File: src/design/fetch_cfg.svh
`ifndef FETCH_CFG_SVH
`define FETCH_CFG_SVH

// Fetch front end widths, fixed for a 32-bit core

// Byte address, also the program counter
`define FETCH_ADDR_W  32

// One memory word as fetched
`define FETCH_INSTR_W 32

// One compressed parcel
`define FETCH_HALF_W  16

`endif

File: src/design/fetch_pkg.sv
`default_nettype none

`include "fetch_cfg.svh"

package fetch_pkg;

  // Byte address, one word wide
  typedef logic [`FETCH_ADDR_W-1:0]  addr_t;

  // Instruction as delivered, compressed ones zero-extended
  typedef logic [`FETCH_INSTR_W-1:0] instr_t;

  // Single 16-bit parcel
  typedef logic [`FETCH_HALF_W-1:0]  half_t;

  // Which part of the fetched word goes out
  typedef enum logic [1:0] {
    FMT_FULL,    // Full instruction, word aligned
    FMT_C_LOW,   // Compressed, low half of the word
    FMT_C_HIGH   // Compressed, high half of the word
  } instr_fmt_e;

endpackage

`default_nettype wire

File: src/design/instr_mem_if.sv
`default_nettype none

// Instruction memory port, plain req/gnt with a separate rvalid strobe
interface instr_mem_if;
  import fetch_pkg::*;

  logic   req;     // Request strobe
  logic   gnt;     // Request accepted this cycle
  addr_t  addr;    // Always a word address
  instr_t rdata;   // Read word, qualified by rvalid
  logic   rvalid;  // One pulse per granted request, in order

  // Fetch buffer side
  modport fetcher (
    output req,
    output addr,
    input  gnt,
    input  rdata,
    input  rvalid
  );

  // Memory side
  modport memory (
    input  req,
    input  addr,
    output gnt,
    output rdata,
    output rvalid
  );

endinterface

`default_nettype wire

File: src/design/fetch_if.sv
`default_nettype none

// Buffer to fetch/decode register, valid/ready levels
interface fetch_if;
  import fetch_pkg::*;

  logic   valid;  // Instruction on offer
  logic   ready;  // Consumer can take it
  instr_t instr;  // Zero-extended when compressed
  addr_t  pc;     // Byte address of the instruction

  modport producer (
    output valid,
    output instr,
    output pc,
    input  ready
  );

  modport consumer (
    input  valid,
    input  instr,
    input  pc,
    output ready
  );

endinterface

`default_nettype wire

File: src/design/prefetch_aligned.sv
`default_nettype none

`include "fetch_cfg.svh"

module prefetch_aligned (
  input  logic             clk,
  input  logic             rst_n,
  input  logic             req_i,          // Core wants instructions
  input  logic             branch_i,       // One-cycle redirect pulse
  input  fetch_pkg::addr_t branch_addr_i,  // Redirect target that may be a halfword address
  instr_mem_if.fetcher     mem,
  fetch_if.producer        out,
  output logic             busy_o
);
  import fetch_pkg::*;

  // Steps of the memory handshake
  typedef enum logic [1:0] {IDLE, WAIT_GNT, WAIT_RVALID, WAIT_ABORTED} state_e;

  state_e     state_q, state_n;
  addr_t      fetch_addr_q, fetch_addr_n;    // Pc of the instruction being worked on
  instr_t     fetch_rdata_q;                 // Holding register for one word
  logic       fetch_valid_q, fetch_valid_n;  // Holding register is loaded

  addr_t      addr_pc_next;  // Output of the one pc adder
  addr_t      req_addr;      // Address behind the current request
  instr_t     instr_mux;     // Word from memory or from the holding register
  half_t      half_sel;
  instr_fmt_e instr_fmt;
  logic       launch;        // Put a request on the bus this cycle
  logic       outstanding;   // Granted access still waiting for rvalid
  logic       half_in_regs;  // Pending high half that needs no memory access

  ////////////////////////////////////////////////////////////////////////////
  // Datapath
  ////////////////////////////////////////////////////////////////////////////

  assign instr_mux    = fetch_valid_q ? fetch_rdata_q : mem.rdata;
  assign half_in_regs = fetch_valid_q && fetch_addr_q[1];
  assign outstanding  = (state_q == WAIT_RVALID) && !fetch_valid_q;

  // Format from the pc alignment and the opcode's low bits
  always_comb begin
    if (fetch_addr_q[1]) begin
      instr_fmt = FMT_C_HIGH;  // Only compressed allowed at halfword addresses
    end else if (instr_mux[1:0] != 2'b11) begin
      instr_fmt = FMT_C_LOW;
    end else begin
      instr_fmt = FMT_FULL;
    end
  end

  // Single adder steps 4 for a full instruction and 2 for a compressed one
  assign addr_pc_next = fetch_addr_q + ((instr_fmt == FMT_FULL) ? addr_t'(4) : addr_t'(2));

  assign half_sel  = fetch_addr_q[1] ? instr_mux[`FETCH_INSTR_W-1:`FETCH_HALF_W]
                                     : instr_mux[`FETCH_HALF_W-1:0];
  assign out.instr = (instr_fmt == FMT_FULL) ? instr_mux
                   : {{(`FETCH_INSTR_W-`FETCH_HALF_W){1'b0}}, half_sel};  // Upper half zeroed
  assign out.pc    = fetch_addr_q;

  assign mem.addr = {req_addr[`FETCH_ADDR_W-1:2], 2'b00};  // Memory only sees words
  assign busy_o   = (state_q != IDLE) || mem.req;

  ////////////////////////////////////////////////////////////////////////////
  // Handshake FSM
  ////////////////////////////////////////////////////////////////////////////

  always_comb begin
    state_n       = state_q;
    fetch_addr_n  = fetch_addr_q;
    fetch_valid_n = fetch_valid_q;
    req_addr      = fetch_addr_q;
    launch        = 1'b0;
    out.valid     = 1'b0;
    mem.req       = 1'b0;

    unique case (state_q)
      IDLE: begin
        if (branch_i) begin
          fetch_addr_n  = branch_addr_i;  // Drop any pending half
          fetch_valid_n = 1'b0;
          req_addr      = branch_addr_i;
          launch        = req_i;
        end else if (req_i && half_in_regs) begin
          out.valid = 1'b1;  // Second compressed half straight from the register
          if (out.ready) begin
            fetch_addr_n  = addr_pc_next;
            fetch_valid_n = 1'b0;
          end
        end else begin
          launch = req_i;
        end
      end

      WAIT_GNT: begin
        launch = 1'b1;  // Keep asking until granted
        if (branch_i) begin
          req_addr = branch_addr_i;  // Not accepted yet so only the target changes
        end
      end

      WAIT_RVALID: begin
        if (branch_i) begin
          fetch_addr_n  = branch_addr_i;
          fetch_valid_n = 1'b0;
          req_addr      = branch_addr_i;
          if (outstanding && !mem.rvalid) begin
            state_n = WAIT_ABORTED;  // Old response still on its way
          end else begin
            state_n = IDLE;
            launch  = req_i;
          end
        end else if (mem.rvalid || fetch_valid_q) begin
          out.valid     = 1'b1;
          fetch_valid_n = 1'b1;  // Park the word while decode stalls
          if (out.ready) begin
            fetch_addr_n = addr_pc_next;
            state_n      = IDLE;
            if (instr_fmt != FMT_C_LOW) begin
              fetch_valid_n = 1'b0;  // Word used up
              req_addr      = addr_pc_next;
              launch        = req_i;
            end
          end
        end
      end

      WAIT_ABORTED: begin
        if (branch_i) begin
          fetch_addr_n = branch_addr_i;  // Newest target wins
          req_addr     = branch_addr_i;
        end
        if (mem.rvalid) begin
          state_n = IDLE;  // Wrong-path word dropped here
          launch  = req_i;
        end
      end

      default: state_n = IDLE;
    endcase

    if (launch) begin
      mem.req       = 1'b1;
      fetch_addr_n  = req_addr;
      fetch_valid_n = 1'b0;
      state_n       = mem.gnt ? WAIT_RVALID : WAIT_GNT;
    end
  end

  ////////////////////////////////////////////////////////////////////////////
  // Registers
  ////////////////////////////////////////////////////////////////////////////

  always_ff @(posedge clk or negedge rst_n) begin
    if (!rst_n) begin
      state_q       <= IDLE;
      fetch_addr_q  <= '0;
      fetch_valid_q <= 1'b0;
    end else begin
      state_q       <= state_n;
      fetch_addr_q  <= fetch_addr_n;
      fetch_valid_q <= fetch_valid_n;
    end
  end

  // Tracks memory until the word is parked
  always_ff @(posedge clk) begin
    if (!fetch_valid_q) begin
      fetch_rdata_q <= mem.rdata;
    end
  end

  // Ungranted request holds its address unless a branch retargets it
  assert property (@(posedge clk) disable iff (!rst_n)
    (mem.req && !mem.gnt) |=> (branch_i || (mem.req && $stable(mem.addr))));

  // A response in idle would belong to no request
  assert property (@(posedge clk) disable iff (!rst_n)
    (state_q == IDLE) |-> !mem.rvalid);

endmodule

`default_nettype wire

File: src/design/if_id_stage.sv
`default_nettype none

module if_id_stage (
  input  logic              clk,
  input  logic              rst_n,
  input  logic              branch_i,        // Flush, wrong path behind us
  fetch_if.consumer         in,
  input  logic              id_ready_i,      // Decode takes the entry
  output logic              id_valid_o,
  output fetch_pkg::instr_t id_instr_o,
  output fetch_pkg::addr_t  id_pc_o,
  output logic              id_compressed_o  // Low bits not 11
);

  logic take;  // Transfer from the buffer this cycle

  ////////////////////////////////////////////////////////////////////////////
  // Handshake
  ////////////////////////////////////////////////////////////////////////////

  // Room when empty or draining, nothing accepted during a flush
  assign in.ready = !branch_i && (!id_valid_o || id_ready_i);
  assign take     = in.valid && in.ready;

  // Occupancy
  always_ff @(posedge clk or negedge rst_n) begin
    if (!rst_n) begin
      id_valid_o <= 1'b0;
    end else if (branch_i) begin
      id_valid_o <= 1'b0;  // Wrong-path entry discarded
    end else if (take) begin
      id_valid_o <= 1'b1;  // Refill, also when decode drains this cycle
    end else if (id_ready_i) begin
      id_valid_o <= 1'b0;
    end
  end

  ////////////////////////////////////////////////////////////////////////////
  // Payload
  ////////////////////////////////////////////////////////////////////////////

  always_ff @(posedge clk) begin
    if (take) begin
      id_instr_o      <= in.instr;
      id_pc_o         <= in.pc;
      id_compressed_o <= (in.instr[1:0] != 2'b11);  // Marked once, at capture
    end
  end

  // Stalled entry stays put until decode takes it or a branch flushes it
  assert property (@(posedge clk) disable iff (!rst_n)
    (id_valid_o && !id_ready_i && !branch_i) |=>
      (id_valid_o && $stable(id_instr_o) && $stable(id_pc_o) &&
       $stable(id_compressed_o)));

endmodule

`default_nettype wire

File: src/design/fetch_top.sv
`default_nettype none

module fetch_top (
  input  logic              clk,
  input  logic              rst_n,

  // Core control
  input  logic              fetch_en_i,
  input  logic              branch_i,
  input  fetch_pkg::addr_t  branch_addr_i,

  // Decode side
  input  logic              id_ready_i,
  output logic              id_valid_o,
  output fetch_pkg::instr_t id_instr_o,
  output fetch_pkg::addr_t  id_pc_o,
  output logic              id_compressed_o,
  output logic              busy_o,

  // Instruction memory
  output logic              instr_req_o,
  input  logic              instr_gnt_i,
  output fetch_pkg::addr_t  instr_addr_o,
  input  fetch_pkg::instr_t instr_rdata_i,
  input  logic              instr_rvalid_i
);

  instr_mem_if mem_bus ();    // Buffer to memory pins
  fetch_if     fetch_bus ();  // Buffer to fetch/decode register

  // Memory pins
  assign instr_req_o    = mem_bus.req;
  assign instr_addr_o   = mem_bus.addr;
  assign mem_bus.gnt    = instr_gnt_i;
  assign mem_bus.rdata  = instr_rdata_i;
  assign mem_bus.rvalid = instr_rvalid_i;

  prefetch_aligned i_prefetch (
    .clk           (clk),
    .rst_n         (rst_n),
    .req_i         (fetch_en_i),
    .branch_i      (branch_i),
    .branch_addr_i (branch_addr_i),
    .mem           (mem_bus.fetcher),
    .out           (fetch_bus.producer),
    .busy_o        (busy_o)
  );

  if_id_stage i_if_id (
    .clk             (clk),
    .rst_n           (rst_n),
    .branch_i        (branch_i),
    .in              (fetch_bus.consumer),
    .id_ready_i      (id_ready_i),
    .id_valid_o      (id_valid_o),
    .id_instr_o      (id_instr_o),
    .id_pc_o         (id_pc_o),
    .id_compressed_o (id_compressed_o)
  );

endmodule

`default_nettype wire

File: config.mk
export PLATFORM = sky130hd
export DESIGN_NAME = fetch_top
export DESIGN_NICKNAME = d
export VERILOG_FILES = /design/src/design/fetch_pkg.sv /design/src/design/instr_mem_if.sv /design/src/design/fetch_if.sv /design/src/design/prefetch_aligned.sv /design/src/design/if_id_stage.sv /design/src/design/fetch_top.sv
export VERILOG_INCLUDE_DIRS = /design/src /design/src/design
export SDC_FILE = /design/constraint.sdc
export NUM_CORES = 1
export LEC_CHECK = 0
export BUFFER_PORTS_ARGS = -buffer_cell sky130_fd_sc_hd__buf_2
export CORE_ASPECT_RATIO = 1.2
export CORE_MARGIN = 3
export CORE_UTILIZATION = 40
export CTS_CLUSTER_DIAMETER = 40
export DETAILED_ROUTE_END_ITERATION = 6
export PLACE_DENSITY = 0.61
export SYNTH_ARGS = -nofsm -noshare
export SYNTH_HDL_FRONTEND = slang
export SYNTH_SLANG_ARGS = --single-unit
File: constraint.sdc
create_clock -name clk -period 10.87 [get_ports clk]
set_input_delay 1.6305 -clock clk [delete_from_list [all_inputs] [get_ports clk]]
set_output_delay 1.6305 -clock clk [all_outputs]
set_load 0.01 [all_outputs]
Yosys cells after proc, flatten, opt, wreduce, memory -nomap -nowiden
Index checks and enable logic that the tools add are counted.
Word-level totals
  register bits after elaboration: 133
  word-level logic and storage cells: 104
  output and inout bits: 100
  bits of input ports: 71
Cells by class
  $add $sub $neg: 1
  mux-type cells: 54
  reductions and logical operators: 25
  equality and inequality tests: 14
Operators by type and width (count)
  two-way mux 32 bit: 12
  one-hot mux 32 bit (3 select lines): 1
  one-hot mux 32 bit (2 select lines): 1
  adder 32 bit: 1
  two-way mux 16 bit: 2
  two-way mux 1 bit: 25
  two-way mux 2 bit: 8
  != test 4 x 2 -> 1 bit, second input constant: 3
  nonzero test 3 bit: 3
  != test 4 x 3 -> 1 bit, second input constant: 2
  AND reduction 4 bit: 2
  logical AND 1 bit: 6
  AND reduction 5 bit: 1
  equality test 2 bit, second input constant: 2
  zero test 1 bit: 4
  zero test 2 bit: 2
  != test 2 bit, second input constant: 2
  != test 4 bit, second input constant: 1
  one-hot mux 1 bit (2 select lines): 2
  one-hot mux 1 bit (4 select lines): 1
  one-hot mux 2 bit (2 select lines): 1
  nonzero test 4 bit: 1
  logical OR 1 bit: 3
  two-way mux 3 bit: 1
  7 further kinds: 7

Depth between registers and ports, before layout
Gate-level depths: netlist of run 1.
  depth in word-level cells: 13
  depth in mapped cells: 12
  mapped depth without buffers: 10

Hierarchy
A second synthesis of run 1 with hierarchy kept.
Second synthesis, totals
  cells, all modules: 731
  area, all modules: 7297.0 sq um
Modules (own cells, without submodules)
  prefetch_aligned: cells each 660, area an instance 5276.3 sq um, times used 1
  if_id_stage: cells each 71, area an instance 2020.7 sq um, times used 1

Worst setup path after synthesis of run 1
No wires, ideal clock.
  path type: input-to-reg
  start: in branch_i
  end: reg i_if_id.id_compressed_o (enable)
  path slack: 3.391 ns
  arrival: 6.911 ns
  setup time: 0.568 ns
  required time: 10.302 ns
  stages: 5
  path through: clkbuf_1 clkbuf_1 clkbuf_1 clkbuf_1 nor3_1
Between the ends
  longest elaborated chain between the ends: 3
  elaborated cells between the ends (all ways): 6
  classes of those cells: 3 x mux; 3 x reduce/logical
RTL lines
  start, declared: RTL line fetch_top.sv:9  | input logic branch_i,
  two-way mux 1 bit (tied with other cells): RTL line prefetch_aligned.sv:104  | if (branch_i) begin
  one-hot mux 1 bit (2 select lines) / logical AND 1 bit (equally long branches): RTL line prefetch_aligned.sv:78, if_id_stage.sv:22
  logical AND 1 bit *: RTL line if_id_stage.sv:23  | assign take = in.valid && in.ready;
  net i_if_id.take: RTL line if_id_stage.sv:15  | logic take;
  end signal, assigned: RTL line if_id_stage.sv:46  | id_compressed_o <= (in.instr[1:0] != 2'b11);
  end, declared: RTL line if_id_stage.sv:12  | output logic id_compressed_o
Mark *: on every way through the listed nets, which the timed path passes. The rest lies on a longest branch.
A chain may end at the register's enable or synchronous reset.

Worst setup path in the final report of run 1
  start: in instr_rdata_i[1]
  end: out instr_addr_o[25]
Between the ends
  longest elaborated chain between the ends: 12
  elaborated cells between the ends (all ways): 13
  classes of those cells: 1 x add/sub; 2 x eq/ne; 9 x mux; 1 x reduce/logical
RTL lines
  start, declared: RTL line fetch_top.sv:24  | input fetch_pkg::instr_t instr_rdata_i,
  two-way mux 32 bit *
  net i_prefetch.instr_mux[1]: RTL line prefetch_aligned.sv:27  | instr_t instr_mux;
  != test 2 bit *: RTL line prefetch_aligned.sv:46  | end else if (instr_mux[1:0] != 2'b11) begin
  two-way mux 1 bit *: RTL line prefetch_aligned.sv:46
  two-way mux 2 bit *: RTL line prefetch_aligned.sv:44  | if (fetch_addr_q[1]) begin
  zero test 2 bit: RTL line prefetch_aligned.sv:54  | assign addr_pc_next = fetch_addr_q + ((instr_fmt == FMT_FULL) ? addr_t'(4) : addr_t'(2));
  two-way mux 3 bit: RTL line prefetch_aligned.sv:54
  adder 32 bit: RTL line prefetch_aligned.sv:54
  two-way mux 32 bit *: RTL line prefetch_aligned.sv:120  | if (instr_fmt != FMT_C_LOW) begin
  two-way mux 32 bit *: RTL line prefetch_aligned.sv:117  | if (out.ready) begin
  two-way mux 32 bit *: RTL line prefetch_aligned.sv:114  | end else if (mem.rvalid || fetch_valid_q) begin
  two-way mux 32 bit *: RTL line prefetch_aligned.sv:104
  one-hot mux 32 bit (2 select lines) *: RTL line prefetch_aligned.sv:78  | unique case (state_q)
  end, declared: RTL line fetch_top.sv:23  | output fetch_pkg::addr_t instr_addr_o,
Mark *: on every way through the listed nets, which the timed path passes. The rest lies on a longest branch. The select of a mux whose other input is x is not followed.

==> results of run 1 <==
-- where the power goes --
part / total [mW] / switching, mW / internal, mW
combinational: 1.07 / 0.663 / 0.403
sequential: 0.854 / 0.149 / 0.705
clock: 0.614 / 0.228 / 0.387
-- placed cells by master (no fill, tap or decap), types with 12 or more instances in the layout --
master and n:
buf_2 168, nor2_1 80, edfxtp_1 65, nand2_1 55, a21oi_1 38, dfrtp_1 35
mux2i_1 32, dfxtp_1 32, inv_1 28, nand3_1 23, o21ai_0 23, nand4_1 21
mux2_2 19, nor3_1 19, clkbuf_16 17, nor4_1 14, a31oi_1 14, buf_4 13
o221ai_1 12
-- registers in the layout (all words and copies together) (netlist names) --
name	flops
i_prefetch.state_q	2
i_if_id.id_compressed_o	1
i_prefetch.fetch_valid_q	1
i_if_id.id_valid_o	1
i_prefetch.fetch_rdata_q	32
i_if_id.id_pc_o	32
i_if_id.id_instr_o	32
i_prefetch.out.pc	32
-- worst max-delay path, delay by kind of cell --
kind	cells	cell delay (ns)
compound gates	2	0.35
mux	1	0.19
buf+inv	3	0.51
simple gates	4	1.81
fa+ha+maj	1	0.24
-- how the worst max path moves through the flow --
stage | slack, ns | cells after the start | to
global route | 4.22 | 11 | instr_addr_o[25]
finish | 4.49 | 11 | instr_addr_o[25]
CTS | 4.48 | 11 | instr_addr_o[25]
floorplan | 3.39 | 5 | i_if_id.id_compressed_o
global placement | 4.54 | 11 | instr_addr_o[25]
detailed placement | 4.52 | 11 | instr_addr_o[25]
-- cells by family after synthesis --
kind of cell,Yosys count
DFF,133
xor gates and xnor gates,11
adders and majority gates,6
and+or+nand+nor,272
other,1
buffers and inverters,87
AOI/OAI and AO/OA,188
muxes,51
-- layout make-up --
| type | count | area, µm² |
|---|---|---|
| Clock buffer | 18 | 429 |
| Inverter | 29 | 109 |
| Sequential cell | 133 | 3490 |
| Tap cell | 220 | 275 |
| Multi-Input combinational cell | 530 | 3420 |
| Timing Repair Buffer | 181 | 938 |
| Clock inverter | 14 | 200 |
| Fill cell | 1654 | 8770 |
-- routing by layer --
metal  vias up  track usage (%)  wire [µm]
li1       3125                -          -
met1      3112             29.4       9470
met2       296             35.2      10400
met3        41             4.75       1550
met4         0             7.40        471
met5         -                0          0
-- per-stage QoR --
| step | cell area [µm²] | worst slack, ns | hold WS (ns) |
|---|---|---|---|
| 5_1_grt | 8870 | 4.22 | 0.485 |
| 6_report | 8870 | 4.49 | 0.471 |
| 2_1_floorplan | 7250 | 3.39 | 0.420 |
| 3_3_place_gp | 8240 | 4.54 | 0.455 |
| 4_1_cts | 8870 | 4.48 | 0.472 |
| 3_5_place_dp | 8240 | 4.52 | 0.458 |
==> results.py, run 1 <==
metrics = {
    "run_status": {
        "status": "completed",
    },
    "clock_tree": {
        "cts.sinks": 133,
        "cts_root_buf": "clkbuf_16",
        "clk_pin_slew_ns": 0.06,
        "clk_path_buf_depth": 2,
        "htreeDepth": 4,
        "cts_tree": "done",
        "ctsHoldBuffers": 0,
        "cts-buffers-inserted": 17,
        "post_cts_buffers": 0,
        "ctsResizeCount": 0,
        "clock_latency_ns": 0.42,
    },
    "sta": {
        "final.setup_skew_ns": 0.0130,
        "slew_headroom_pct": 34.8,
        "setup_tns_ns": 0,
        "setup_violations": 0,
        "period_share_pct": 58.7,
        "fmax_mhz": 157,
        "period_needed_ns": 6.38,
        "slew_viol_final": 0,
        "grt_setup_unrepaired": "false",
        "hold_violations": 0,
        "worst_slew_pin_slew_ns": 0.978,
    },
    "hold_path": {
        "hp-class": "flip-flop to flip-flop",
        "hold_path_end": "i_prefetch.fetch_rdata_q[12]",
        "hp-start": "i_prefetch.fetch_rdata_q[12]",
        "whs_path_depth": 1,
    },
    "worst_setup_path": {
        "r2r-start": "i_prefetch.fetch_valid_q",
        "critPathKind": "primary input to primary output",
        "cp_data_required_time_ns": 9.24,
        "slowest_stage": "or4_1",
        "cp_cell_sequence": "buf_2, mux2_2, nand3_1, inv_1, ha_1, a21o_1, nand2_1, or4_1, or4_1, a31oi_1, buf_2",
        "worstSetupEndpointType": "primary output",
        "ff2ff_path_depth": 11,
        "reg2reg_to": "i_prefetch.out.pc[20]",
        "worstPathMaxFanout": 17,
        "arrival_ns": 4.74,
        "critical_path.max_stage_delay_ns": 0.64,
        "startpoint": "instr_rdata_i[1]",
        "critPathLaunchType": "primary input",
        "reg2reg_slack_ns": 6.59,
    },
    "detailed_routing": {
        "drt-wirelength-per-cell_um": 19.5,
        "drt_iter0_markers": 441,
        "via_per_inst": 5.84,
        "dr.pass1.iters": 5,
        "wl_mm": 21.9,
        "postRouteAntennaNets": 0,
        "route.detailed.drc": 0,
        "vias": 6574,
    },
    "logic_synthesis": {
        "synth_compound_area_share_pct": 18.3,
        "synth-edff-count": 65,
        "avgSynthCellArea_um2": 9.67,
        "yosys.cell_types.count": 70,
        "postSynthCellCount": 749,
        "ys_seq_area_share_pct": 48.2,
        "synth_ff_type": "edfxtp_1",
        "synthMuxAreaShare_pct": 7.38,
        "synth_top_family_by_area": "simple AND/OR/NAND/NOR gates",
        "synth_top_area_share_pct": 27.0,
        "synth_area_leaders": "edfxtp_1 27%, dfrtp_1 12%, dfxtp_1 8.8%, mux2i_1 4.4%, nor2_1 4.1%",
        "synth_common_cells": "80 x nor2_1, 65 x edfxtp_1, 55 x nand2_1",
        "yosys_warnings": 0,
        "synth_area_um2": 7240,
        "synthSimpleGateAreaFrac_pct": 19.0,
        "synth-xor-area-share_pct": 1.33,
        "yosys.area.top_type": "edfxtp_1",
        "async_flop_share_pct": 27.1,
        "ys_ff_latch": 133,
        "synth.most_common_cell": "nor2_1",
        "synth-adder-area-share_pct": 1.04,
    },
    "placement": {
        "dp_cells": 1093,
        "gp_congestion": 0.817,
        "dp.final_hpwl_mm": 14.7,
        "portBuffers": 168,
    },
    "final_layout": {
        "insertedDiodeCount": 0,
        "fin_util_pct": 50.3,
        "final_cells": 1125,
        "layout-drive-gt1-share_pct": 27.6,
        "nNetsFinal": 969,
        "area_growth_pct": 22.5,
    },
    "floorplan": {
        "die_height_um": 153,
        "core_area_um2": 17600,
        "initial_core_util_pct": 41.1,
        "dieArea_um2": 19800,
        "rows": 53,
        "fp.dieW_um": 129,
        "ios": 171,
    },
    "global_route": {
        "grt_max_degree": 82,
        "track_usage_pct": 22.0,
        "antenna_found_initial": 0,
        "grt_pass1_wl_mm": 34.2,
        "overflow": 0,
        "grt_pass1_vias": 6280,
    },
    "power_and_ir_drop": {
        "powerDensity_nw_per_um2": 286,
        "peakVddDrop_uv": 124,
        "p_leak_nw": 3.55,
        "total_power_mw": 2.53,
    },
    "run": {
        "drv_cap": 0,
    },
}
No activity file was read; power rests on OpenSTA's default activity.
==> run 2, diff against run 1 <==
--- a/config.mk
+++ b/config.mk
@@ -6,13 +6,14 @@
 export SDC_FILE = /design/constraint.sdc
 export NUM_CORES = 1
 export LEC_CHECK = 0
+export ABC_AREA = 1
 export BUFFER_PORTS_ARGS = -buffer_cell sky130_fd_sc_hd__buf_2
 export CORE_ASPECT_RATIO = 1.2
 export CORE_MARGIN = 3
 export CORE_UTILIZATION = 40
 export CTS_CLUSTER_DIAMETER = 40
 export DETAILED_ROUTE_END_ITERATION = 6
-export PLACE_DENSITY = 0.61
+export PLACE_DENSITY = 0.63
 export SYNTH_ARGS = -nofsm -noshare
 export SYNTH_HDL_FRONTEND = slang
 export SYNTH_SLANG_ARGS = --single-unit
==> constraint.sdc (replaced) <==
create_clock -name clk -period 5.59 [get_ports clk]
set_input_delay 0.8385 -clock clk [delete_from_list [all_inputs] [get_ports clk]]
set_output_delay 0.8385 -clock clk [all_outputs]
set_load 0.01 [all_outputs]
==> results.py, run 2 <==
metrics = {
    "global_route": {
        "grt_pass1_vias": 7248,
        "antenna_found_initial": 0,
        "grt_max_degree": 54,
        "overflow": 0,
        "grt_pass1_wl_mm": 38.1,
        "track_usage_pct": 23.0,
    },
    "logic_synthesis": {
        "synth_ff_type": "edfxtp_1",
        "yosys.area.top_type": "edfxtp_1",
        "synth_common_cells": "354 x nand2_1, 98 x o21ai_0, 81 x inv_1",
        "yosys.cell_types.count": 44,
        "yosys_warnings": 0,
        "avgSynthCellArea_um2": 7.47,
        "synth_area_leaders": "edfxtp_1 26%, nand2_1 17%, dfrtp_1 12%, dfxtp_1 8.4%, o21ai_0 6.4%",
        "async_flop_share_pct": 27.1,
        "synth.most_common_cell": "nand2_1",
        "synth_area_um2": 7650,
        "postSynthCellCount": 1024,
        "ys_seq_area_share_pct": 45.7,
        "ys_ff_latch": 133,
        "synth-edff-count": 65,
        "synth_top_area_share_pct": 25.5,
    },
    "clock_tree": {
        "cts_root_buf": "clkbuf_16",
        "ctsHoldBuffers": 0,
        "post_cts_buffers": 0,
        "clock_latency_ns": 0.44,
        "clk_pin_slew_ns": 0.06,
        "htreeDepth": 4,
        "cts.sinks": 133,
        "ctsResizeCount": 0,
        "clk_path_buf_depth": 2,
        "cts-buffers-inserted": 17,
        "cts_tree": "done",
    },
    "hold_path": {
        "hp-class": "flip-flop to flip-flop",
    },
    "worst_setup_path": {
        "worstSetupEndpointType": "primary output",
        "arrival_ns": 3.50,
        "ff2ff_path_depth": 17,
        "r2r-start": "i_prefetch.fetch_valid_q",
        "cp_top_family": "simple AND/OR/NAND/NOR gates",
        "reg2reg_to": "i_prefetch.out.pc[9]",
        "cp_data_required_time_ns": 4.75,
        "endpoint": "instr_addr_o[18]",
        "cp_num_buf_inv": 3,
        "critical_path.max_stage_delay_ns": 0.49,
        "cp_common_cell": "nand2_1",
        "critPathLaunchType": "flip-flop",
        "cp_cell_sequence": "buf_4, inv_4, nand2_2, nand2_1, nand2_1, nor2_1, ha_1, nand2_1, nand2_1, nand2_1, nor2_4, nand2_1, nor3_1, nand3_1, nand3_1, nand2_1, nand2_1, buf_2",
        "startpoint": "i_prefetch.fetch_valid_q",
        "cp.depth": 18,
        "worstPathMaxFanout": 33,
        "slowest_stage": "dfrtp_1",
        "reg2reg_slack_ns": 1.91,
        "critPathKind": "flip-flop to primary output",
    },
    "sta": {
        "slew_headroom_pct": 27.3,
        "hold_violations": 0,
        "setup_tns_ns": 0,
        "setup_violations": 0,
        "final.setup_skew_ns": 0.0173,
        "period_share_pct": 77.6,
        "period_needed_ns": 4.34,
        "fmax_mhz": 231,
        "slew_viol_final": 0,
        "grt_setup_unrepaired": "false",
        "worst_slew_pin_slew_ns": 1.09,
    },
    "power_and_ir_drop": {
        "powerDensity_nw_per_um2": 561,
        "peakVddDrop_uv": 310,
        "total_power_mw": 5.20,
        "p_leak_nw": 4.24,
    },
    "floorplan": {
        "rows": 54,
        "die_height_um": 158,
        "fp.dieW_um": 132,
        "core_area_um2": 18500,
        "initial_core_util_pct": 41.3,
        "dieArea_um2": 20800,
        "ios": 171,
    },
    "final_layout": {
        "insertedDiodeCount": 0,
        "fillers": 1872,
        "fin_util_pct": 50.0,
        "area_growth_pct": 21.1,
        "finish.instance_area_um2": 9270,
        "layout-drive-gt1-share_pct": 22.0,
        "final_cell_mix": "354 x nand2_1, 168 x buf_2, 98 x o21ai_0",
        "layout_commonest_cell": "nand2_1",
        "nNetsFinal": 1249,
    },
    "run_status": {
        "status": "completed",
    },
    "detailed_routing": {
        "wl_mm": 24.0,
        "via_per_inst": 5.22,
        "drt-wirelength-per-cell_um": 16.7,
        "dr.pass1.iters": 6,
        "drt_iter0_markers": 581,
        "postRouteAntennaNets": 0,
        "route.detailed.drc": 0,
        "vias": 7495,
    },
    "placement": {
        "placed_area_um2": 8670,
        "gp_congestion": 0.964,
        "portBuffers": 168,
        "dp.final_hpwl_mm": 16.7,
    },
    "run": {
        "drv_cap": 0,
    },
}
==> run 2: cell types whose count changed in the layout (fill, tap and decap cells not counted), moves of 8 or more <==
cell and delta:
o21ai_0 +75, mux2i_1 -31, nor2_1 -13, nand2_1 +299, nand3_1 +47, inv_1 +53, a31oi_1 -14, and3_1 -8
o21ai_2 +20, nor2b_1 -8, or2_2 +8, mux2_2 -19, nand4_1 -15, nor4_1 -14
==> run 2: tightest hold or removal path, stage by stage, from the launching register on <==
cell	delay (ns)
dfxtp_1	0.31
nand2_1	0.04
nand2_1	0.07
==> run 2: kinds of logic (layout without fill, tap and decap cells) <==
group	after synthesis	in the layout	synth area share, %
buffers and inverters	139	299	7.75
AO/OA/AOI/OAI	200	200	15.6
multiplexers	1	1	0.131
flip-flops	133	133	45.7
adder cells (fa/ha/maj)	6	6	0.981
other	1	2	0.0490
AND/OR/NAND/NOR	535	535	28.8
XOR/XNOR	9	9	1.03
==> run 2: cell type report <==
type	count	area (µm²)	share of cell area (%)
multi-input combinational	753	3580	38.7
clock inverter	15	174	1.88
clock buffer	17	425	4.59
timing repair buffer	180	943	10.2
inverter	87	329	3.55
tap	252	315	3.40
sequential	133	3490	37.7
==> run 2: worst min-delay path by stage <==
stage | end | cells past startpoint | start | slack [ns]
floorplan | i_prefetch.fetch_rdata_q[10] | 2 | i_prefetch.fetch_rdata_q[10] | 0.42
global placement | i_prefetch.fetch_rdata_q[5] | 2 | i_prefetch.fetch_rdata_q[5] | 0.43
detailed placement | i_prefetch.fetch_rdata_q[10] | 2 | i_prefetch.fetch_rdata_q[10] | 0.44
CTS | i_prefetch.fetch_rdata_q[10] | 2 | i_prefetch.fetch_rdata_q[10] | 0.46
global route | i_prefetch.fetch_rdata_q[12] | 2 | i_prefetch.fetch_rdata_q[12] | 0.47
finish | i_prefetch.fetch_rdata_q[12] | 2 | i_prefetch.fetch_rdata_q[12] | 0.46
==> run 2: power breakdown <==
part / switching [mW] / internal, mW / total, mW
logic: 1.68 / 0.755 / 2.43
clock network: 0.502 / 0.641 / 1.14
registers: 0.246 / 1.38 / 1.62
total: 2.42 / 2.77 / 5.20
==> run 2: layer usage <==
metal	wire (µm)	global-route usage [%]
met5	0	0
met4	737	9.36
met3	1920	5.40
met2	11200	38.4
met1	10100	29.0
==> run 2: per-stage QoR <==
step	setup slack, ns	std cells	hold WS, ns
floorplan	1.14	1025	0.422
global placement	1.64	1405	0.434
detailed placement	1.62	1405	0.439
CTS	1.23	1437	0.455
global route	0.889	1437	0.470
finish	1.25	1437	0.456
